==> config.mk <==
export PLATFORM = sky130hd
export DESIGN_NAME = read_merge
export DESIGN_NICKNAME = d
export VERILOG_FILES = /design/src/c16_map_pkg.sv /design/src/read_merge.sv
export SDC_FILE = /design/constraint.sdc
export NUM_CORES = 1
export LEC_CHECK = 0
export BUFFER_PORTS_ARGS = -buffer_cell sky130_fd_sc_hd__clkbuf_2
export CORE_AREA = 2 2 39 41
export DETAILED_ROUTE_END_ITERATION = 8
export DIE_AREA = 0 0 41 43
export SLEW_MARGIN = 10
export SYNTH_ARGS = -nofsm -noshare
export SYNTH_HDL_FRONTEND = slang
export SYNTH_SLANG_ARGS = --single-unit
==> constraint.sdc <==
create_clock -name clk_sys -period 1.3 [get_ports clk_sys]
set_input_delay 0.195 -clock clk_sys [delete_from_list [all_inputs] [get_ports clk_sys]]
set_output_delay 0.195 -clock clk_sys [all_outputs]
set_load 0.1 [all_outputs]
==> src/c16_map_pkg.sv <==
`default_nettype none

package c16_map_pkg;

	////////////////////////////////
	// Basic data and address types
	////////////////////////////////

	typedef logic [7:0]  byte_t;
	typedef logic [15:0] cpu_addr_t;
	typedef logic [13:0] rom_off_t;

	// ROM slot numbers inside the ROM store
	typedef enum logic [2:0] {
		KERNAL    = 3'd0,
		BASIC     = 3'd1,
		FUNC_LOW  = 3'd2,
		FUNC_HIGH = 3'd3,
		CART_LOW  = 3'd4,
		CART_HIGH = 3'd5
	} rom_slot_t;

	localparam int ROM_SLOT_COUNT = 6;

	// Bank code for one half of the 8000-FFFF area
	typedef enum logic [1:0] {
		INTERNAL = 2'd0,
		CART     = 2'd1,
		FUNC     = 2'd2,
		EMPTY    = 2'd3
	} bank_t;

	// Where a CPU read takes its byte from
	typedef enum logic [1:0] {
		SRC_RAM,
		SRC_ROM,
		SRC_NONE
	} src_t;

	////////////////////////////////
	// Memory map
	////////////////////////////////

	localparam cpu_addr_t   ROM_LOW_BASE    = 16'h8000;
	localparam cpu_addr_t   ROM_HIGH_BASE   = 16'hC000;
	localparam byte_t       KERNAL_PAGE     = 8'hFC;
	localparam byte_t       IO_FIRST_PAGE   = 8'hFD;
	localparam byte_t       IO_LAST_PAGE    = 8'hFE;
	localparam logic [11:0] BANK_REG_PREFIX = 12'hFDD;

	// Open bus value
	localparam byte_t NONE_BYTE = 8'hFF;

endpackage

`default_nettype wire

==> src/read_merge.sv <==
`default_nettype none

module read_merge (
	input  logic                      clk_sys,
	input  logic                      reset,
	input  logic                      rd_req_i,
	input  c16_map_pkg::src_t         rd_src_i,
	input  c16_map_pkg::byte_t        ram_q_i,
	input  c16_map_pkg::byte_t        rom_q_i,
	output c16_map_pkg::byte_t        cpu_data_o,
	output logic                      cpu_rd_valid_o
);

	logic              req_q;
	c16_map_pkg::src_t src_q;

	// One stage to line up with the memory read registers
	always_ff @(posedge clk_sys) begin
		if (reset)
			req_q <= 1'b0;
		else
			req_q <= rd_req_i;
	end

	always_ff @(posedge clk_sys) begin
		src_q <= rd_src_i;
	end

	assign cpu_rd_valid_o = req_q;

	always_comb begin
		case (src_q)
			c16_map_pkg::SRC_RAM: cpu_data_o = ram_q_i;
			c16_map_pkg::SRC_ROM: cpu_data_o = rom_q_i;
			default:              cpu_data_o = c16_map_pkg::NONE_BYTE;
		endcase
	end

endmodule

`default_nettype wire

==> results.md <==
- Fmax: between 600 and 700 MHz
- Final Hold Viols: 0
- FFs w/ async S/R, synth: 0
- CTS max path bufs: 2
- Max Cap Viol: 0
- Worst vdd ir: between 0.5 and 0.6 mV
- Final global-route overflow total: 0
- Die X: 41 µm
- CTS HTree Levels: 1
- DIE AREA: 1763 µm²
- Crit path DAT: ~1.3 ns
- Worst Max-Slew Pin Slew: roughly 0.42 ns
- CTS clk-pin slew, worst paths: 0.04 ns
- Mapped Nets: 43
- CP Cell Sequence: buf_6 > nor2b_1 > a211o_2 > buf_12
- Share of the synthesized area in the top cell type: 0.2874
- First-pass GRT wire length: between 1000 and 1500 µm
- Initial DRT Pass Iterations: 3
- Sink Count: 3
- Initial antenna violation count: 0
- DP Worst Slack: -0.03825 ns
- Layout cells sized above 1: 0.7895
- Largest net degree at the start of global routing: 9
- LEAKAGE: about 0.29 nW
- Final period util: 1.108
- Library cells used by synthesis: 6
- Placer's final routability congestion estimate: roughly 0.59
- Post-Route WL: roughly 800 µm
- Synth top area cells: a211o_2 29%, dfxtp_1 29%, nor2b_1 27%, a211o_1 8.4%, buf_6 5.4%
- Cell internal pwr: between 0.3 and 0.4 mW
- Finished Core Util: 0.4286
- Clock Root Buffer: clkbuf_4
- Hold WC Path Type: input pin to flop
- CP Max Fanout: 8
- Area of the core: around 1400 µm²
- P_sw: 0.2408 mW
- Cell Pwr Density: approximately 980 nW/µm²
- Synthesized area per cell: around 9.5 µm²
- Slew Limit Fails: 0
- CTS Buf Count: 3
- Reg power frac: 0.183
- Critical path launch point type: flop
- Final WS setup: -0.1404 ns
- DIE HEIGHT: ~43 µm
- Setup CP Type: flop to primary output
- Slew headroom: 0.7188
- Logic pwr share: 0.532
- Std cell rows: 14
- Hold WS: ~0.062 ns
- Slowest CP cell: dfxtp_4
- Cell taking the most area after synthesis: a211o_2
- Detail Route Antenna Nets: 0
- Register area: 63.81 µm²
- Clock power frac: 0.285
- Worst path max stage delay: around 0.38 ns
- Total number of vias: 302
- Register area share after synthesis: 0.2874
- Post-Layout Cell Count: 73
- Post-synth EDFFs: 0
- FF+latch count, synth: 3
- Fill cells: ~150
- Synth-to-Final Area Change: 183.8%
- Multi-input gate area: about 180 µm²
- Vias in the first global route: between 300 and 400
- IO Port Bufs: 29
- Critical path endpoint category: primary output
- Net count reported at finish: 79
- Iter 0 DRT Violations: 1
- Predominant post-synthesis flop cell: dfxtp_1
- Sw frac: 0.4145
- RSZ-0062 raised after global routing: yes
- WHS Path Cells: 1
- Ys Warns: 0
- Finish-stage setup viols: 8
- Cells after Synth: 22
- Remaining DRCs: 0
- Avg WL per Cell: 11.16 µm
- Most common cell in the netlist: nor2b_1
- DP Cell Count: 68
- # diodes: 0
- Post-Syn Area: 209.0 µm²
- GRT Total Usage: 0.1052
- Top Ports: 30
- CTS tree: built
- Status: complete, but fails checks
- Failing checks: negative setup slack
- Post-synth top cells: 9 x nor2b_1, 6 x a211o_2, 3 x dfxtp_1, 2 x a211o_1
- Fin crit period: approximately 1.4 ns
- Starting Density: 0.1510
- Worst path required time: between 1 and 1.5 ns
- Via density: 4.137
[kinds of logic (layout without fill, tap and decap cells)]
logic type	count (synthesis)	in the layout	synth area share
compound gates	8	8	0.3713
flops	3	3	0.2874
buf+inv	2	37	0.07184
simple gates	9	9	0.2694
[worst paths after layout]
path	from	to	slack [ns]
setup / recovery	src_q[0]	cpu_data_o[3]	-0.14
hold / removal	rd_src_i[0]	src_q[0]	0.06
[power groups by stage]
stage          sequential, mW  clock [mW]  combinational, mW
6_report                0.107       0.165              0.309
5_1_grt                 0.108       0.187              0.318
4_1_cts                 0.106       0.175              0.311
3_5_place_dp            0.108           0              0.289
3_3_place_gp            0.108           0              0.288
2_1_floorplan           0.114           0              0.166
[per-stage QoR]
step	instance area (µm²)	TNS, ns	power (mW)
floorplan	211.5	-0.009041	0.2806
global placement	506.7	-0.02722	0.3959
detailed placement	506.7	-0.2343	0.3969
CTS	593.1	-1.156	0.5924
global route	593.1	-1.421	0.6138
finish	593.1	-1.059	0.5810
[layout by cell type, fill, tap and decap left out]
cell and instances:
buf_4 4, clkbuf_2 20, a211o_2 2, clkbuf_4 3
dfxtp_4 1, dfxtp_1 2, buf_12 8, nor2b_1 9
clkbuf_1 1, a211o_4 6, buf_6 1
[timing repair]
item	in CTS	in global routing
resized for setup	10	0
setup buffers	1	0
endpoints found under the hold margin	0	0
setup endpoints to repair	8	8
hold buffers	0	0
pin swaps	7	0
[area by class of cell]
cell class                 count  area share
clock buffer                   4     0.04430
multi-input combinational     17      0.3059
sequential                     3      0.1076
tap                           16     0.03376
timing repair buffer          33      0.5084
[worst max-delay path: cells and delay by family, from the launching register on]
family / cells / cell delay, ns
AND/OR/NAND/NOR: 1 / 0.04
AO/OA/AOI/OAI: 1 / 0.30
buffers and inverters: 2 / 0.29
flip-flops: 1 / 0.38
[state kept, by name, summed over array words and instances, names as in the netlist]
signal and flops:
src_q 2, cpu_rd_valid_o 1
[layer usage]
metal | up-vias | part of all wire | GRT usage
met4 | 0 | 0 | 0.08000
met3 | 0 | 0.10 | 0.02618
li1 | 152 | - | -
met2 | 15 | 0.54 | 0.1781
met5 | - | 0 | 0
met1 | 135 | 0.35 | 0.09904
Power figures use the tool's default switching activity.
