[config.mk]
export PLATFORM = sky130hd
export DESIGN_NAME = rom_loader
export DESIGN_NICKNAME = d
export VERILOG_FILES = /design/src/c16_map_pkg.sv /design/src/c16_load_pkg.sv /design/src/rom_loader.sv
export SDC_FILE = /design/constraint.sdc
export NUM_CORES = 1
export LEC_CHECK = 0
export BUFFER_PORTS_ARGS = -buffer_cell sky130_fd_sc_hd__buf_2
export CAP_MARGIN = 5
export CELL_PAD_IN_SITES_DETAIL_PLACEMENT = 1
export CELL_PAD_IN_SITES_GLOBAL_PLACEMENT = 1
export CORE_MARGIN = 2
export CORE_UTILIZATION = 24
export DETAILED_ROUTE_END_ITERATION = 7
export PLACE_DENSITY = 0.85
export SLEW_MARGIN = 30
export SYNTH_ARGS = -nofsm -noshare
export SYNTH_HDL_FRONTEND = slang
export SYNTH_SLANG_ARGS = --single-unit
[constraint.sdc]
create_clock -name clk_sys -period 1.3 [get_ports clk_sys]
set_input_delay 0.26 -clock clk_sys [delete_from_list [all_inputs] [get_ports clk_sys]]
set_output_delay 0.26 -clock clk_sys [all_outputs]
set_load 0.02 [all_outputs]
[src/c16_map_pkg.sv]
`default_nettype none

package c16_map_pkg;

	////////////////////////////////
	// Basic data and address types
	////////////////////////////////

	typedef logic [7:0]  byte_t;
	typedef logic [15:0] cpu_addr_t;
	typedef logic [13:0] rom_off_t;

	// ROM slot numbers inside the ROM store
	typedef enum logic [2:0] {
		KERNAL    = 3'd0,
		BASIC     = 3'd1,
		FUNC_LOW  = 3'd2,
		FUNC_HIGH = 3'd3,
		CART_LOW  = 3'd4,
		CART_HIGH = 3'd5
	} rom_slot_t;

	localparam int ROM_SLOT_COUNT = 6;

	// Bank code for one half of the 8000-FFFF area
	typedef enum logic [1:0] {
		INTERNAL = 2'd0,
		CART     = 2'd1,
		FUNC     = 2'd2,
		EMPTY    = 2'd3
	} bank_t;

	// Where a CPU read takes its byte from
	typedef enum logic [1:0] {
		SRC_RAM,
		SRC_ROM,
		SRC_NONE
	} src_t;

	////////////////////////////////
	// Memory map
	////////////////////////////////

	localparam cpu_addr_t   ROM_LOW_BASE    = 16'h8000;
	localparam cpu_addr_t   ROM_HIGH_BASE   = 16'hC000;
	localparam byte_t       KERNAL_PAGE     = 8'hFC;
	localparam byte_t       IO_FIRST_PAGE   = 8'hFD;
	localparam byte_t       IO_LAST_PAGE    = 8'hFE;
	localparam logic [11:0] BANK_REG_PREFIX = 12'hFDD;

	// Open bus value
	localparam byte_t NONE_BYTE = 8'hFF;

endpackage

`default_nettype wire

[src/c16_load_pkg.sv]
`default_nettype none

package c16_load_pkg;

	typedef logic [24:0] dl_addr_t;
	typedef logic [7:0]  dl_index_t;

	// Download kinds
	localparam dl_index_t IDX_ROM  = 8'd0;
	localparam dl_index_t IDX_PRG  = 8'd1;
	localparam dl_index_t IDX_CART = 8'd2;

	// PRG files start with the load address, low byte first
	localparam dl_addr_t PRG_HEADER_LEN = 25'd2;

	// BASIC pointers patched with the end address after a PRG load
	// Even entries take the low byte, odd entries the high byte
	localparam int PTR_COUNT = 8;
	localparam c16_map_pkg::cpu_addr_t PTR_ADDR [PTR_COUNT] = '{
		16'h002D, 16'h002E,
		16'h002F, 16'h0030,
		16'h0031, 16'h0032,
		16'h009D, 16'h009E
	};

	// Slot number field of a ROM download address starts here
	localparam int ROM_SLOT_SHIFT = 14;

endpackage

`default_nettype wire

[src/rom_loader.sv]
`default_nettype none

module rom_loader (
	input  logic                      clk_sys,
	input  logic                      reset,
	input  c16_load_pkg::dl_index_t   dl_index_i,
	input  logic                      dl_wr_i,
	input  c16_load_pkg::dl_addr_t    dl_addr_i,
	input  c16_map_pkg::byte_t        dl_data_i,
	output logic                      rom_wr_o,
	output c16_map_pkg::rom_slot_t    rom_wslot_o,
	output c16_map_pkg::rom_off_t     rom_woff_o,
	output c16_map_pkg::byte_t        rom_wdata_o,
	output logic                      cart_lo_present_o,
	output logic                      cart_hi_present_o
);

	localparam int SLOT_W = $bits(c16_load_pkg::dl_addr_t) - c16_load_pkg::ROM_SLOT_SHIFT;

	logic [SLOT_W-1:0]      dl_slot;
	logic                   slot_hit;
	logic                   slot_wr;
	c16_map_pkg::rom_slot_t slot_sel;

	assign dl_slot = dl_addr_i[$bits(c16_load_pkg::dl_addr_t)-1:c16_load_pkg::ROM_SLOT_SHIFT];
	assign slot_wr = dl_wr_i && slot_hit;

	// Map download kind and slot number onto a ROM slot
	always_comb begin
		slot_hit = 1'b1;
		slot_sel = c16_map_pkg::KERNAL;
		if (dl_index_i == c16_load_pkg::IDX_ROM) begin
			case (dl_slot)
				1:       slot_sel = c16_map_pkg::KERNAL;
				2:       slot_sel = c16_map_pkg::BASIC;
				3:       slot_sel = c16_map_pkg::FUNC_LOW;
				4:       slot_sel = c16_map_pkg::FUNC_HIGH;
				default: slot_hit = 1'b0;
			endcase
		end else if (dl_index_i == c16_load_pkg::IDX_CART) begin
			case (dl_slot)
				0:       slot_sel = c16_map_pkg::CART_LOW;
				1:       slot_sel = c16_map_pkg::CART_HIGH;
				default: slot_hit = 1'b0;
			endcase
		end else begin
			slot_hit = 1'b0;
		end
	end

	always_ff @(posedge clk_sys) begin
		if (reset) begin
			rom_wr_o          <= 1'b0;
			cart_lo_present_o <= 1'b0;
			cart_hi_present_o <= 1'b0;
		end else begin
			rom_wr_o <= slot_wr;
			// Present flags stick until the next reset
			if (slot_wr && slot_sel == c16_map_pkg::CART_LOW)
				cart_lo_present_o <= 1'b1;
			if (slot_wr && slot_sel == c16_map_pkg::CART_HIGH)
				cart_hi_present_o <= 1'b1;
		end
	end

	always_ff @(posedge clk_sys) begin
		rom_wslot_o <= slot_sel;
		rom_woff_o  <= dl_addr_i[c16_load_pkg::ROM_SLOT_SHIFT-1:0];
		rom_wdata_o <= dl_data_i;
	end

endmodule

`default_nettype wire

==> results.yml <==
status:
  status: "finished, final reports clean"
grt:
  grt_pass1_wl_um: 3020
  track_usage_pct: 11.5
  antenna_found_initial: 0
  grt_overflow: 0
  grt_max_degree: 16
  grt_pass1_vias: 725
layout:
  multi_input_comb_area_sq_um: 170
  nets: 177
  final-instance-count-excl-fill: 165
  layout-drive-gt1-share_pct: 59.1
  num_antenna_cells: 0
  regArea_sq_um: 561
  fill_cells: 358
  area_growth_pct: 61.0
logic_synthesis:
  syn_area_per_cell_sq_um: 13.5
  syn_inst: 55
  yosysUniqueCellTypes: 20
  ys_ff_latch: 28
  ys_warn_count: 0
  synth_area_sq_um: 742
  ys_seq_area_share_pct: 75.5
  syn_nets: 99
worst_hold_path:
  hp-class: "in -> reg"
setup_path:
  worst-path-max-fanout: 2
  crit_chain: "buf_2"
  critPathMaxStageDelay_ns: 0.37
  critical_path.top_delay_family: "flip-flops"
  cp-start-kind: "flip-flop"
  crit_path_end_kind: "primary output"
  cp.required_ns: 1.04
  crit_slowest_cell: "dfxtp_1"
  crit_buf_inv: 1
  arrival_ns: 0.86
  critPathKind: "reg -> out"
pwr:
  p_per_area_nw_per_um2: 1250
  irDropWorstVdd_v: 0.000421
  leakage_nw: 0.591
run:
  maxCapViolCount: 0
placement:
  place_ws_ns: -0.0974
  place_hpwl_um: 1770
  port_buffers: 71
  place_congestion: 0.670
  dp.cells: 159
route:
  vias: 719
  drtIter0Drc: 7
  first_pass_iters: 2
  remaining_drc_errors: 0
  postRouteAntennaNets: 0
  drt-total-wl_um: 2110
  wl_per_cell_um: 12.8
  via_per_inst: 4.36
sta:
  setup_viol: 0
  max_slew.worst_pin.slew_ns: 0.450
  timing.final.ws_setup_ns: 0.184
  fin_skew_ns: 0
  setup_tns_ns: 0
  max_slew_margin_pct: 69.6
  drv_slew: 0
  hold_viol_final: 0
  rsz0062_at_grt: "false"
  hold_ws_ns: 0.0319
  timing.fmax_mhz: 896
  period_needed_ns: 1.12
  fin_crit_sh_pct: 85.8
floorplanning:
  die_w_um: 59.6
  die_y_um: 59.6
  design.core.area_sq_um: 3000
  placementRows: 20
  die_area_sq_um: 3550
  start_util_pct: 24.7
  io_pins: 72
clocking:
  cts_max_level: 1
  cts_resized: 0
  root_buffer: "clkbuf_4"
  cts_tree: "yes"
  cts_buffers: 3
  clock_sinks: 28
  path_clk_slew_ns: 0.14
  clk_latency_ns: 0.31
  clockBufferDepth: 2
path summary, 6_finish.rpt:
| kind | slack, ns | cells past startpoint | end | start |
|---|---|---|---|---|
| max reg2reg | 0.65 | 2 | cart_hi_present_o | cart_hi_present_o |
| min | 0.03 | 1 | rom_woff_o[12] | dl_addr_i[12] |
| max | 0.18 | 1 | cart_lo_present_o | cart_lo_present_o |
| min reg2reg | 0.51 | 2 | cart_lo_present_o | cart_lo_present_o |
placed cells by master, fill, tap and decap left out, types with 2 or more instances in the layout:
cell type / Yosys / layout
nand3b_1: 2 / 2
dlygate4sd3_1: 0 / 2
dfxtp_1: 28 / 28
clkbuf_4: 0 / 3
nor4_1: 3 / 3
inv_1: 3 / 3
nor3_1: 2 / 2
a21oi_1: 2 / 2
buf_2: 0 / 71
o22ai_1: 2 / 2
cells in the mapped netlist:
master     number  area [sq um]
dfxtp_1        28           561
inv_1           3          11.3
nor4_1          3          18.8
a21oi_1         2          10.0
nand3b_1        2          15.0
nor3_1          2          10.0
o22ai_1         2          12.5
a2111oi_2       1          15.0
a21o_1          1          7.51
and2b_2         1          8.76
nand2_1         1          3.75
nand3_1         1          5.00
nand4_1         1          6.26
nor2_1          1          3.75
nor3b_1         1          7.51
nor4b_1         1          8.76
nor4b_2         1          15.0
o21bai_1        1          7.51
or3_1           1          6.26
or3b_1          1          8.76
worst reg2reg max path, stage by stage (launching register included):
cell	delay [ns]
dfxtp_1	0.37
inv_1	0.06
o22ai_1	0.16
stage by stage:
step | utilization [%] | cell area (sq um) | total power, mW
floorplan | - | 742 | 0.988
global placement | 37.9 | 1140 | 1.09
detailed placement | 37.9 | 1140 | 1.10
CTS | 39.1 | 1170 | 1.51
global route | 39.8 | 1190 | 1.57
finish | 39.8 | 1190 | 1.49
per-layer routing:
metal  up-vias  part of all wire, %  GRT usage [%]
li1        346                    -              -
met4         0                 0.61           4.76
met3         2                   14           5.68
met5         -                    0              0
met2        51                   52           22.0
met1       320                   34           10.0
power breakdown:
part | switching, mW | internal (mW)
clock | 0.236 | 0.171
sequential | 0.00731 | 0.894
combinational | 0.0970 | 0.0841
what timing repair did:
action,CTS,global route
buffers inserted,0,0
hold buffers,0,2
setup endpoints to repair,0,0
hold endpoints to repair,0,2
state kept, by name, summed over array words and instances, names as in the netlist:
register           cells
cart_hi_present_o      1
cart_lo_present_o      1
rom_wdata_o            8
rom_woff_o            14
rom_wr_o               1
rom_wslot_o            3
cell type report:
type	count	share of cell area, %
repair buffers	73	31.4
multi-input cells	24	14.2
flip-flops and latches	28	46.9
well taps	33	3.46
clock buffers	4	3.04
inverters	3	0.942
cells by family after synthesis:
logic type	Yosys count	synth area share, %
compound gates	7	7.08
simple gates	17	15.9
buf+inv	3	1.52
flops	28	75.5
Note: power is estimated with default switching activity, not from simulation.
