<file path="src/c16_map_pkg.sv">
`default_nettype none

package c16_map_pkg;

	////////////////////////////////
	// Basic data and address types
	////////////////////////////////

	typedef logic [7:0]  byte_t;
	typedef logic [15:0] cpu_addr_t;
	typedef logic [13:0] rom_off_t;

	// ROM slot numbers inside the ROM store
	typedef enum logic [2:0] {
		KERNAL    = 3'd0,
		BASIC     = 3'd1,
		FUNC_LOW  = 3'd2,
		FUNC_HIGH = 3'd3,
		CART_LOW  = 3'd4,
		CART_HIGH = 3'd5
	} rom_slot_t;

	localparam int ROM_SLOT_COUNT = 6;

	// Bank code for one half of the 8000-FFFF area
	typedef enum logic [1:0] {
		INTERNAL = 2'd0,
		CART     = 2'd1,
		FUNC     = 2'd2,
		EMPTY    = 2'd3
	} bank_t;

	// Where a CPU read takes its byte from
	typedef enum logic [1:0] {
		SRC_RAM,
		SRC_ROM,
		SRC_NONE
	} src_t;

	////////////////////////////////
	// Memory map
	////////////////////////////////

	localparam cpu_addr_t   ROM_LOW_BASE    = 16'h8000;
	localparam cpu_addr_t   ROM_HIGH_BASE   = 16'hC000;
	localparam byte_t       KERNAL_PAGE     = 8'hFC;
	localparam byte_t       IO_FIRST_PAGE   = 8'hFD;
	localparam byte_t       IO_LAST_PAGE    = 8'hFE;
	localparam logic [11:0] BANK_REG_PREFIX = 12'hFDD;

	// Open bus value
	localparam byte_t NONE_BYTE = 8'hFF;

endpackage

`default_nettype wire

</file>
<file path="src/c16_load_pkg.sv">
`default_nettype none

package c16_load_pkg;

	typedef logic [24:0] dl_addr_t;
	typedef logic [7:0]  dl_index_t;

	// Download kinds
	localparam dl_index_t IDX_ROM  = 8'd0;
	localparam dl_index_t IDX_PRG  = 8'd1;
	localparam dl_index_t IDX_CART = 8'd2;

	// PRG files start with the load address, low byte first
	localparam dl_addr_t PRG_HEADER_LEN = 25'd2;

	// BASIC pointers patched with the end address after a PRG load
	// Even entries take the low byte, odd entries the high byte
	localparam int PTR_COUNT = 8;
	localparam c16_map_pkg::cpu_addr_t PTR_ADDR [PTR_COUNT] = '{
		16'h002D, 16'h002E,
		16'h002F, 16'h0030,
		16'h0031, 16'h0032,
		16'h009D, 16'h009E
	};

	// Slot number field of a ROM download address starts here
	localparam int ROM_SLOT_SHIFT = 14;

endpackage

`default_nettype wire

</file>
<file path="src/prg_loader.sv">
`default_nettype none

module prg_loader (
	input  logic                      clk_sys,
	input  logic                      reset,
	input  logic                      dl_active_i,
	input  c16_load_pkg::dl_index_t   dl_index_i,
	input  logic                      dl_wr_i,
	input  c16_load_pkg::dl_addr_t    dl_addr_i,
	input  c16_map_pkg::byte_t        dl_data_i,
	output logic                      ldr_wr_o,
	output c16_map_pkg::cpu_addr_t    ldr_addr_o,
	output c16_map_pkg::byte_t        ldr_data_o
);

	localparam int PATCH_LAST = 2 * c16_load_pkg::PTR_COUNT;

	logic                                     is_prg;
	logic                                     prg_wr;
	logic                                     hdr_wr;
	logic                                     byte_wr;
	logic                                     patch_wr;
	logic                                     dl_active_q;
	logic [$clog2(PATCH_LAST+1)-1:0]          patch_step;
	logic [$clog2(c16_load_pkg::PTR_COUNT)-1:0] patch_idx;
	c16_map_pkg::cpu_addr_t                   run_addr;

	assign is_prg  = (dl_index_i == c16_load_pkg::IDX_PRG);
	assign prg_wr  = dl_active_i && dl_wr_i && is_prg;
	assign hdr_wr  = prg_wr && (dl_addr_i < c16_load_pkg::PRG_HEADER_LEN);
	assign byte_wr = prg_wr && !hdr_wr;

	// Odd steps write, even steps leave a gap
	assign patch_wr  = patch_step[0];
	assign patch_idx = patch_step[$clog2(c16_load_pkg::PTR_COUNT):1];

	always_ff @(posedge clk_sys) begin
		if (reset) begin
			dl_active_q <= 1'b0;
			patch_step  <= '0;
			ldr_wr_o    <= 1'b0;
		end else begin
			dl_active_q <= dl_active_i;
			ldr_wr_o    <= byte_wr || patch_wr;
			if (dl_active_q && !dl_active_i && is_prg) begin
				patch_step <= 1'b1;
			end else if (patch_step == PATCH_LAST) begin
				patch_step <= '0;
			end else if (patch_step != '0) begin
				patch_step <= patch_step + 1'b1;
			end
		end
	end

	always_ff @(posedge clk_sys) begin
		if (patch_wr) begin
			ldr_addr_o <= c16_load_pkg::PTR_ADDR[patch_idx];
			ldr_data_o <= patch_idx[0] ? run_addr[15:8] : run_addr[7:0];
		end else if (byte_wr) begin
			ldr_addr_o <= run_addr;
			ldr_data_o <= dl_data_i;
		end

		// Running address, loaded from the header and stepped per byte
		if (hdr_wr) begin
			if (dl_addr_i[0])
				run_addr[15:8] <= dl_data_i;
			else
				run_addr[7:0] <= dl_data_i;
		end else if (byte_wr) begin
			run_addr <= run_addr + 1'b1;
		end
	end

endmodule

`default_nettype wire

</file>
<file path="config.mk">
export PLATFORM = sky130hd
export DESIGN_NAME = prg_loader
export DESIGN_NICKNAME = d
export VERILOG_FILES = /design/src/c16_map_pkg.sv /design/src/c16_load_pkg.sv /design/src/prg_loader.sv
export SDC_FILE = /design/constraint.sdc
export NUM_CORES = 1
export LEC_CHECK = 0
export BUFFER_PORTS_ARGS = -buffer_cell sky130_fd_sc_hd__clkbuf_2
export CAP_MARGIN = 25
export CORE_ASPECT_RATIO = 0.6
export CORE_MARGIN = 1
export CORE_UTILIZATION = 47
export CTS_CLUSTER_SIZE = 40
export DETAILED_ROUTE_END_ITERATION = 6
export GPL_ROUTABILITY_DRIVEN = 0
export GPL_TIMING_DRIVEN = 0
export PLACE_DENSITY = 0.84
export SYNTH_ARGS = -nofsm -noshare
export SYNTH_HDL_FRONTEND = slang
export SYNTH_SLANG_ARGS = --single-unit
export TNS_END_PERCENT = 1
</file>
<file path="constraint.sdc">
create_clock -name clk_sys -period 2.2 [get_ports clk_sys]
set_input_delay 0.22 -clock clk_sys [delete_from_list [all_inputs] [get_ports clk_sys]]
set_output_delay 0.22 -clock clk_sys [all_outputs]
set_load 0.02 [all_outputs]
</file>
==> flow_summary.toml <==
[detailed_routing]
finalWirelength_um = 5300
antenna_left = 0
drc = 0
wl_per_cell_um = 15.0
avgViaCountPerCell = 5.32
dr.pass1.iters = 4
via_count = 1879
drt_iter0_drc = 127

[logic_synthesis]
synth-seq-cells = 47
ys_seq_area_frac = 0.540
synthArstFlopShare = 0
synth_top_area_cell = "edfxtp_1"
synth_edf_count = 40
synthTopCellsByArea = "edfxtp_1 (48%), dfxtp_1 (5.6%), mux2i_1 (5.2%), mux2_4 (4.8%), nor4_1 (3.8%)"
yosysMostFrequentCell = "edfxtp_1"
yosysTopAreaCellShare = 0.484
syn_area_um2 = 2480
syn_area_per_cell_um2 = 11.8
synth_commonest_cells = "edfxtp_1 (40), nor2_1 (18), nor4_1 (15)"
ys.warnings.count = 0
synth_nets = 260
postSynthCellCount = 210
ys_types = 30
synth_top_flop_cell = "edfxtp_1"

[worst_setup_path]
crit_type = "in2reg"
end_kind = "flop"
cp.required_ps = 2260
crit_fanout = 10
crit_path_start = "dl_index_i[5]"
reg2regPathDepth = 5
rrSetupSlack_ps = 130
rr_startpoint = "run_addr[2]$_DFFE_PP_"
arrival_ps = 2180
r2r_end = "run_addr[11]$_DFFE_PP_"
endpoint = "run_addr[7]$_DFFE_PP_"
cp-start-kind = "input pin"

[clock_tree]
clk_pin_slew_ps = 80
cts_buffers = 5
cts_buffer_depth = 2
clk_latency_ps = 310
root_buffer = "clkbuf_8"
htree_levels = 2
cts_tree = "done"
clock-sinks = 47

[sta]
finClkSkew_ps = 8.06
relSlewSlack = 0.418
clock.fmax_ghz = 0.473
final_max_slew_viol_count = 0
finalWorstPathRequiredPeriod_ps = 2120
tightest_slew_ps = 874
setup_viol = 0
hold_viol_final = 0
whs_ps = 181
fin_ws_ps = 84.0
rsz0062_at_grt = "false"
min_period_over_period = 0.962

[die]
rows = 20
ios = 70
die_area_um2 = 5590
start_util = 0.489
die_h_um = 58.3
die_x_um = 95.8
fp.coreArea_um2 = 5080

[finish]
final_util = 0.593
layout.nets = 336
areaGrowthSynthToFinish_pct = 21.3
drive_gt1_frac = 0.338
diodes = 0
num-fill-cells = 407

[global_route]
grt_max_degree = 25
grt_pass1_vias = 1726
grt_usage = 0.210
gr-total-overflow = 0
grt_pass1_wl_um = 8540
antenna_found_initial = 0

[placement]
hpwl_um = 4040
port_buffers = 69
dpl_worst_slack_ps = -305

[power]
p_per_area_nw_per_um2 = 861
power_leakage_nw = 1.18
vdd_ir_drop_max_uv = 343
total_power_mw = 2.59

[flow_run]
drv_cap = 0

[min_path]
worstHoldPathType = "in2reg"

[outcome]
status = "finished clean"
-- worst min path at each step --
stage,from,cells after the start,slack (ps),to
CTS,reset,2,190,ldr_wr_o$_SDFF_PP0_
global route,dl_active_i,2,190,dl_active_q$_SDFF_PP0_
global placement,dl_active_i,2,470,dl_active_q$_SDFF_PP0_
finish,dl_active_i,2,180,dl_active_q$_SDFF_PP0_
floorplan,reset,1,290,ldr_wr_o$_SDFF_PP0_
detailed placement,dl_active_i,2,500,dl_active_q$_SDFF_PP0_
-- report_power, final --
group | total, mW | internal [mW] | switching, mW
Combinational | 0.779 | 0.231 | 0.548
Sequential | 1.25 | 1.21 | 0.0437
Clock | 0.565 | 0.257 | 0.308
-- layout make-up --
type / count / area (um^2) / area share
buffer: 9 / 53.8 / 0.0179
sequential: 47 / 1340 / 0.445
multi-input combinational: 144 / 1050 / 0.350
clock inverter: 2 / 16.3 / 0.00540
tap: 66 / 82.6 / 0.0274
timing repair buffer: 69 / 345 / 0.115
inverter: 10 / 37.5 / 0.0125
clock buffer: 6 / 82.6 / 0.0274
-- layer usage --
metal | vias to the layer above | wire (um) | GRT usage | share of wire
met3 | 7 | 531 | 0.0465 | 0.10
met5 | - | 0 | 0 | 0
met1 | 864 | 2510 | 0.322 | 0.47
met4 | 0 | 48 | 0.0512 | 0.0090
met2 | 86 | 2210 | 0.303 | 0.42
li1 | 922 | - | - | -
-- worst max-delay path, cell delays in order --
cell	delay [ps]
clkbuf_2	80
or4_4	520
or3_4	440
nor3_4	390
buf_12	210
mux2_4	300
-- timing repair --
item                       CTS  global route
hold buffers                 0             0
buffers inserted             0             0
gates resized for setup      0             0
setup endpoints to repair    0             8
-- sequential cells by signal, indices dropped and copies added (netlist names) --
signal and count:
ldr_wr_o 1, ldr_data_o 8, run_addr 16, ldr_addr_o 16, dl_active_q 1, patch_step 5
-- cells by family (layout without fill, tap and decap cells) --
group	Yosys count	after routing	synth area share
muxes	27	27	0.128
and+or+nand+nor	77	77	0.172
xor gates and xnor gates	17	17	0.0599
AOI/OAI and AO/OA	18	18	0.0383
DFF	47	47	0.540
buffers and inverters	19	96	0.0368
adders and majority gates	5	5	0.0252
-- cell usage in the layout, fill, tap and decap left out, types with 9 or more instances in the layout --
cell	n
nor4_1	15
a21oi_1	12
xor2_1	10
mux2i_1	13
nor2_1	18
clkbuf_2	69
inv_1	10
edfxtp_1	40
nor2b_1	9
-- per-stage QoR --
stage | TNS (ps) | cell area [um^2] | instances
6_report | 0 | 3010 | 353
5_1_grt | 0 | 3010 | 353
4_1_cts | 0 | 3010 | 353
3_5_place_dp | -8750 | 2910 | 345
3_3_place_gp | -6920 | 2910 | 345
2_1_floorplan | -387 | 2490 | 210
Power figures use the tool's default switching activity.
