### src/c16_map_pkg.sv
`default_nettype none

package c16_map_pkg;

	////////////////////////////////
	// Basic data and address types
	////////////////////////////////

	typedef logic [7:0]  byte_t;
	typedef logic [15:0] cpu_addr_t;
	typedef logic [13:0] rom_off_t;

	// ROM slot numbers inside the ROM store
	typedef enum logic [2:0] {
		KERNAL    = 3'd0,
		BASIC     = 3'd1,
		FUNC_LOW  = 3'd2,
		FUNC_HIGH = 3'd3,
		CART_LOW  = 3'd4,
		CART_HIGH = 3'd5
	} rom_slot_t;

	localparam int ROM_SLOT_COUNT = 6;

	// Bank code for one half of the 8000-FFFF area
	typedef enum logic [1:0] {
		INTERNAL = 2'd0,
		CART     = 2'd1,
		FUNC     = 2'd2,
		EMPTY    = 2'd3
	} bank_t;

	// Where a CPU read takes its byte from
	typedef enum logic [1:0] {
		SRC_RAM,
		SRC_ROM,
		SRC_NONE
	} src_t;

	////////////////////////////////
	// Memory map
	////////////////////////////////

	localparam cpu_addr_t   ROM_LOW_BASE    = 16'h8000;
	localparam cpu_addr_t   ROM_HIGH_BASE   = 16'hC000;
	localparam byte_t       KERNAL_PAGE     = 8'hFC;
	localparam byte_t       IO_FIRST_PAGE   = 8'hFD;
	localparam byte_t       IO_LAST_PAGE    = 8'hFE;
	localparam logic [11:0] BANK_REG_PREFIX = 12'hFDD;

	// Open bus value
	localparam byte_t NONE_BYTE = 8'hFF;

endpackage

`default_nettype wire

### src/bank_ctrl.sv
`default_nettype none

module bank_ctrl (
	input  logic                      clk_sys,
	input  logic                      reset,
	input  logic                      model_i,
	input  c16_map_pkg::cpu_addr_t    cpu_addr_i,
	input  logic                      cpu_wr_i,
	input  logic                      cpu_rd_i,
	input  logic                      cart_lo_present_i,
	input  logic                      cart_hi_present_i,
	output logic                      cpu_ram_wr_o,
	output c16_map_pkg::cpu_addr_t    ram_raddr_o,
	output c16_map_pkg::rom_slot_t    rom_rslot_o,
	output c16_map_pkg::rom_off_t     rom_roff_o,
	output logic                      rd_req_o,
	output c16_map_pkg::src_t         rd_src_o
);

	c16_map_pkg::byte_t     page;
	logic                   io_page;
	logic                   high_half;
	logic                   model_q;
	c16_map_pkg::bank_t     bank_lo;
	c16_map_pkg::bank_t     bank_hi;
	c16_map_pkg::bank_t     half_bank;
	logic                   half_cart;
	c16_map_pkg::src_t      src_next;
	c16_map_pkg::rom_slot_t slot_next;

	assign page      = cpu_addr_i[15:8];
	assign io_page   = (page >= c16_map_pkg::IO_FIRST_PAGE) && (page <= c16_map_pkg::IO_LAST_PAGE);
	assign high_half = (cpu_addr_i >= c16_map_pkg::ROM_HIGH_BASE);
	assign half_bank = high_half ? bank_hi : bank_lo;
	assign half_cart = high_half ? cart_hi_present_i : cart_lo_present_i;

	// I/O pages never reach RAM
	assign cpu_ram_wr_o = cpu_wr_i && !io_page;

	//////////////////////////////
	// Model and bank latches
	//////////////////////////////

	always_ff @(posedge clk_sys) begin
		if (reset) begin
			model_q <= model_i;
			bank_lo <= c16_map_pkg::INTERNAL;
			bank_hi <= c16_map_pkg::INTERNAL;
		end else if (model_q && cpu_wr_i
				&& cpu_addr_i[15:4] == c16_map_pkg::BANK_REG_PREFIX) begin
			bank_lo <= c16_map_pkg::bank_t'(cpu_addr_i[1:0]);
			bank_hi <= c16_map_pkg::bank_t'(cpu_addr_i[3:2]);
		end
	end

	//////////////////////////////
	// Read decode
	//////////////////////////////

	always_comb begin
		src_next  = c16_map_pkg::SRC_ROM;
		slot_next = c16_map_pkg::KERNAL;
		if (io_page) begin
			src_next = c16_map_pkg::SRC_NONE;
		end else if (cpu_addr_i < c16_map_pkg::ROM_LOW_BASE) begin
			src_next = c16_map_pkg::SRC_RAM;
		end else if (page != c16_map_pkg::KERNAL_PAGE) begin
			case (half_bank)
				c16_map_pkg::INTERNAL:
					slot_next = high_half ? c16_map_pkg::KERNAL : c16_map_pkg::BASIC;
				c16_map_pkg::CART: begin
					slot_next = high_half ? c16_map_pkg::CART_HIGH : c16_map_pkg::CART_LOW;
					// No cartridge image means open bus
					if (!half_cart)
						src_next = c16_map_pkg::SRC_NONE;
				end
				c16_map_pkg::FUNC:
					slot_next = high_half ? c16_map_pkg::FUNC_HIGH : c16_map_pkg::FUNC_LOW;
				default:
					src_next = c16_map_pkg::SRC_NONE;
			endcase
		end
	end

	always_ff @(posedge clk_sys) begin
		if (reset)
			rd_req_o <= 1'b0;
		else
			rd_req_o <= cpu_rd_i;
	end

	always_ff @(posedge clk_sys) begin
		ram_raddr_o <= cpu_addr_i;
		rom_rslot_o <= slot_next;
		rom_roff_o  <= cpu_addr_i[13:0];
		rd_src_o    <= src_next;
	end

endmodule

`default_nettype wire

### config.mk
export PLATFORM = sky130hd
export DESIGN_NAME = bank_ctrl
export DESIGN_NICKNAME = d
export VERILOG_FILES = /design/src/c16_map_pkg.sv /design/src/bank_ctrl.sv
export SDC_FILE = /design/constraint.sdc
export NUM_CORES = 1
export LEC_CHECK = 0
export BUFFER_PORTS_ARGS = -buffer_cell sky130_fd_sc_hd__buf_4
export CORE_MARGIN = 2
export CORE_UTILIZATION = 40
export CTS_BUF_LIST = sky130_fd_sc_hd__clkbuf_8
export DETAILED_ROUTE_END_ITERATION = 6
export GPL_ROUTABILITY_DRIVEN = 1
export PLACE_DENSITY = 0.83
export SYNTH_ARGS = -nofsm -noshare
export SYNTH_HDL_FRONTEND = slang
export SYNTH_SLANG_ARGS = --single-unit
### constraint.sdc
create_clock -name clk_sys -period 1.7 [get_ports clk_sys]
set_clock_uncertainty 0.05 [all_clocks]
set_input_delay 0.34 -clock clk_sys [delete_from_list [all_inputs] [get_ports clk_sys]]
set_output_delay 0.34 -clock clk_sys [all_outputs]
set_load 0.02 [all_outputs]
==> results of run 1 <==
[cells by family (layout without fill, tap and decap cells)]
logic type | count (synthesis) | count (layout) | share of synthesized area, %
buffers and inverters | 16 | 64 | 12.5
AND/OR/NAND/NOR | 30 | 30 | 19.3
AO/OA/AOI/OAI | 9 | 9 | 5.86
XOR/XNOR | 1 | 1 | 0.912
multiplexers | 4 | 4 | 4.17
flip-flops | 27 | 27 | 57.3
[synth_stat cells, drive strengths merged, types with 2 or more instances]
library cell	number	area [sq um]
nor2	3	11.3
o21ai	2	10.0
nor2b	5	31.3
dfxtp	26	521
mux2i	4	40.0
buf	15	116
a21oi	3	15.0
nand2b	8	50.1
o21a	2	15.0
nand3b	2	15.0
nand3	4	25.0
nand2	2	7.51
[layout make-up]
cell class	count	area, sq um	area share [%]
Clock inverter	1	5.00	0.366
Tap cell	28	35.0	2.56
Clock buffer	3	41.3	3.02
Inverter	1	3.75	0.274
Multi-Input combinational cell	44	290	21.2
Timing Repair Buffer	59	443	32.4
Sequential cell	27	551	40.2
[sequential cells by signal, indices dropped and copies added, names as in the netlist]
register and count:
rd_req_o 1, bank_lo 2, rom_roff_o 13, model_q 1
bank_hi 2, rom_rslot_o 3, ram_raddr_o 3, rd_src_o 2
[routing by layer]
metal | part of all wire (%) | up-vias
li1 | - | 372
met1 | 35 | 355
met2 | 54 | 40
met3 | 10 | 2
met4 | 0.50 | 0
met5 | 0 | -
[power groups by stage]
stage | registers [uW] | logic, uW | clock network (uW)
floorplan | 719 | 68.5 | 0
global placement | 688 | 193 | 0
detailed placement | 689 | 197 | 0
CTS | 674 | 197 | 359
global route | 677 | 207 | 379
finish | 674 | 194 | 345
[worst max-delay path by stage]
| stage | startpoint | endpoint | slack, ps |
|---|---|---|---|
| after global placement | cpu_addr_i[13] | bank_lo[1]$_SDFFE_PP0P_ | 80 |
| after detailed placement | cpu_addr_i[13] | bank_hi[0]$_SDFFE_PP0P_ | 30 |
| final | cpu_addr_i[13] | cpu_ram_wr_o | 200 |
| after CTS | cpu_addr_i[13] | cpu_ram_wr_o | 190 |
| after floorplan | cpu_addr_i[13] | bank_hi[0]$_SDFFE_PP0P_ | 150 |
| after global routing | cpu_addr_i[13] | cpu_ram_wr_o | 170 |
[metrics by stage]
stage	hold slack [ps]	utilization, %	cell area, sq um
floorplan	318	-	961
global placement	400	59.2	1320
detailed placement	406	59.2	1320
CTS	125	61.3	1370
global route	118	61.3	1370
finish	129	61.3	1370
==> results.txt, run 1 <==
Post-CTS Setup Inserts: 0
Placed Cells: 159
CTS Buf Count: 3
clock sinks: 27
Post-synth top flop: dfxtp_1
Finished Layout Cells: 163
Pint: 923 uW
FF-to-FF End: bank_lo[1]$_SDFFE_PP0P_
Async SR Flop Fraction: 0%
setup tns final: 0 ps
hpwl dp: 1.64 mm
register area share after synthesis: 57.3%
Post-Syn Instances: 87
initial antenna violation count: 0
Vias: 769
Hold Path Class: in -> reg
Max Cap Violations: 0
commonest non-fill, non-tap cell in the layout: buf_4
post-route ant nets: 0
power per cell area: 886 mW/mm^2
worst-margin pin slew: 390 ps
Crit path top cell by count: buf_4
P_sw: 290 uW
WP data arrival: 1110 ps
post-CTS sizing: 0
final WL: 1.99 mm
Hold Path Origin: cpu_addr_i[5]
die height: 53.0 um
max_slew headroom: 73.7%
die area: 0.00281 sq mm
largest net degree at the start of global routing: 16
Req. time, crit path: 1310 ps
Hold Path Sink: rom_roff_o[5]$_DFF_P_
library cells used by synthesis: 25
Synth Warn #: 0
WS Path Type: in -> out
CTS root buffer: clkbuf_8
final setup vio count: 0
post-cts hold buffer count: 0
commonest non-fill, non-tap cells in the layout: 59 x buf_4, 26 x dfxtp_1, 8 x nand2b_1
Post-synth EDFFs: 1
DR pass1 iterations: 4
layout cells sized above 1: 48.1%
Crit. End Element: primary output
I/O Buffers: 59
Total Power: 1210 uW
DRT iter0 DRCs: 4
grt met3 use: 4.24%
status: completed
clk slew on worst S/H paths: 80 ps
GRT Residual Overflow: 0
startpoint types: input pin
Worst-Skew Late Latency: 270 ps
critical path's top delay family: simple AND/OR/NAND/NOR gates
Core Area: 0.00223 sq mm
highest clock rate: 667 MHz
ant diodes: 0
met2 usage: 30.0%
Slowest Stage Delay on Critical Path: 230 ps
hold path cells: 1
Critical path buffers and inverters: 2
synthesis-to-layout area growth: 42.4%
Worst Setup Slack post-DPL: 34.0 ps
CTS Buffer Depth: 2
final-report max-slew violation count: 0
CP max FO: 4
GRT Total Usage: 14.9%
fin crit share: 88.1%
clock network power share: 28.4%
Worst VDD drop: 0.606 mV
Syn Area/Cell: 11.0 sq um
ordered list of cells on the worst path: buf_4 > and4_1 > nand3_2 > o21a_1 > buf_4
most used routing layer: met2
Layout fillers: 196
R2R depth: 3
Critical-path top delay cell: and4_1
Syn Nets: 110
fin crit period: 1500 ps
Yosys reg bits: 27
reg-to-reg slack, setup: 440 ps
DR vias/cell: 4.72
Net Sw Frac: 23.9%
vias in the first global route: 725
Leakage: 0.000644 uW
H-Tree Depth: 1
Avg WL per Cell: 12.2 um
Residual DRC: 0
GR Layer Usage met1: 13.9%
Final Hold Fails: 0
Mapped Area: 961 sq um
stages on the worst setup path: 5
CTS tree: yes
RSZ-0062 raised after global routing: false
Combinational Power Share: 16.0%
Core Rows: 17
setup ws final: 202 ps
first-pass GRT wire length: 3.00 mm
worst r2r src: model_q$_DFFE_PP_
Nets: 159
Die X: 53.0 um
sequential share of power: 55.5%
initial core utilization: 43.0%
gpl congestion: 0.694
io pins: 60
Power figures use the tool's default switching activity.
==> run 2, diff against run 1 <==
--- a/config.mk
+++ b/config.mk
@@ -14,2 +14,4 @@
 export PLACE_DENSITY = 0.83
+export SETUP_SLACK_MARGIN = 0.1
+export SLEW_MARGIN = 20
 export SYNTH_ARGS = -nofsm -noshare
==> constraint.sdc (replaced) <==
create_clock -name clk_sys -period 1.7 [get_ports clk_sys]
set_clock_uncertainty 0.05 [all_clocks]
set_input_delay 0.085 -clock clk_sys [delete_from_list [all_inputs] [get_ports clk_sys]]
set_output_delay 0.085 -clock clk_sys [all_outputs]
set_load 0.02 [all_outputs]
==> run 2 against run 1 <==
Effect of this change: hold slack improved by 120 ps; highest routed layer unchanged; critical endpoint is now bank_hi[0]$_SDFFE_PP0P_; clock power rose by 1%; total power rose by 3.4%; die area did not move; fmax rose by 0.55%; non-clock buffer count rose by 19.
==> results.txt, run 2 (same netlist as run 1, synthesis figures left out) <==
hpwl dp: 1.61 mm
Slowest Stage Delay on Critical Path: 580 ps
initial core utilization: 43.0%
final-report max-slew violation count: 0
CTS Buf Count: 3
Hold Path Class: in -> reg
synthesis-to-layout area growth: 62.2%
gpl congestion: 0.694
Worst-Skew Late Latency: 260 ps
highest clock rate: 671 MHz
Core Rows: 17
fin crit period: 1490 ps
first-pass GRT wire length: 3.48 mm
GRT Residual Overflow: 0
die height: 53.0 um
stages on the worst setup path: 5
Die X: 53.0 um
largest net degree at the start of global routing: 16
status: completed
fin crit share: 87.7%
flip-flop count of the largest register after layout: 13
worst-margin pin slew: 370 ps
Net Sw Frac: 24.1%
Leakage: 0.000724 uW
critical path's top delay family: simple AND/OR/NAND/NOR gates
clk slew on worst S/H paths: 90 ps
clock network power share: 27.8%
final core utilization: 69.8%
clock sinks: 27
FF-to-FF End: bank_hi[0]$_SDFFE_PP0P_
layout cells sized above 1: 42.2%
commonest non-fill, non-tap cells in the layout: 59 x buf_4, 26 x dfxtp_1, 19 x dlygate4sd3_1
max_slew headroom: 75.1%
DRT iter0 DRCs: 3
CP Launch Point: cpu_addr_i[15]
worst r2r src: model_q$_DFFE_PP_
Residual DRC: 0
Critical path buffers and inverters: 2
Reg area: 551 sq um
CP max FO: 8
WS Path Type: in -> reg
CTS root buffer: clkbuf_8
sequential share of power: 53.8%
CTS Buffer Depth: 2
io pins: 60
RSZ-0062 raised after global routing: false
Combinational Power Share: 18.4%
Vias: 833
Top Registers: rom_roff_o (13), ram_raddr_o (3), rom_rslot_o (3)
CTS tree: yes
post-route ant nets: 0
Avg WL per Cell: 12.4 um
reg-to-reg slack, setup: 430 ps
startpoint types: input pin
Layout fillers: 163
Crit. End Element: flip-flop
H-Tree Depth: 1
Nets: 178
Worst setup endpoint: bank_hi[0]$_SDFFE_PP0P_
R2R depth: 3
WP data arrival: 1600 ps
Critical-path top delay cell: or4_4
multi-input combinational cell area: 290 sq um
Core Area: 0.00223 sq mm
final setup vio count: 0
GRT Total Usage: 16.7%
Reg with most FFs: rom_roff_o
setup tns final: 0 ps
die area: 0.00281 sq mm
DR pass1 iterations: 4
power per cell area: 804 mW/mm^2
commonest non-fill, non-tap cell in the layout: buf_4
Worst VDD drop: 0.407 mV
Pint: 951 uW
initial antenna violation count: 0
I/O Buffers: 59
Final Hold Fails: 0
Req. time, crit path: 1810 ps
final WL: 2.26 mm
DR vias/cell: 4.58
vias in the first global route: 873
P_sw: 303 uW
ordered list of cells on the worst path: dlygate4sd3_1 > buf_4 > nand3_2 > or4_4 > mux2i_1
ant diodes: 0
Max Cap Violations: 0
[run 2: cell type report]
| cell class | instances | share of cell area, % |
|---|---|---|
| well taps | 28 | 2.25 |
| multi-input cells | 44 | 18.6 |
| flip-flops and latches | 27 | 35.3 |
| repair buffers | 78 | 40.6 |
| clock inverters | 1 | 0.321 |
| clock buffers | 3 | 2.65 |
| inverters | 1 | 0.241 |
[run 2: per-layer routing]
layer,global-route usage [%],up-vias,share of wire [%]
li1,-,410,-
met1,16.5,381,38
met2,34.6,40,53
met3,3.67,2,9.1
met4,3.42,0,0.35
met5,0,-,0
[run 2: worst register-to-register path: stages, from the launching register on]
cell and delay [ps]:
edfxtp_1 330, nand4_1 100, or4_4 540, mux2i_1 150
[run 2: repair_timing]
item / 4_1_cts / 5_1_grt
endpoints found under the hold margin: 18 / 0
hold buffers: 19 / 0
setup buffers: 0 / 0
resized for setup: 0 / 0
[run 2: worst min path at each step]
stage / endpoint / cells past startpoint / start
after floorplan: ram_raddr_o[13]$_DFF_P_ / 0 / cpu_addr_i[13]
after global placement: rom_roff_o[5]$_DFF_P_ / 1 / cpu_addr_i[5]
after detailed placement: rom_roff_o[5]$_DFF_P_ / 1 / cpu_addr_i[5]
after CTS: bank_lo[1]$_SDFFE_PP0P_ / 4 / cpu_wr_i
after global routing: bank_lo[1]$_SDFFE_PP0P_ / 4 / cpu_wr_i
final: bank_lo[0]$_SDFFE_PP0P_ / 4 / cpu_wr_i
[run 2: per-stage QoR]
step	instance area (sq um)	std cells	hold WS [ps]	worst slack [ps]	total power, uW
after floorplan	961	87	62.7	401	788
after global placement	1320	159	145	330	881
after detailed placement	1320	159	147	270	885
after CTS	1560	182	242	221	1260
after global routing	1560	182	257	153	1320
final	1560	182	250	210	1250
[run 2: power by group through the flow]
| stage | Clock, uW | Sequential [uW] | Combinational, uW |
|---|---|---|---|
| after detailed placement | 0 | 689 | 196 |
| final | 349 | 675 | 231 |
| after global placement | 0 | 688 | 193 |
| after floorplan | 0 | 719 | 68.5 |
| after CTS | 360 | 674 | 230 |
| after global routing | 394 | 678 | 244 |
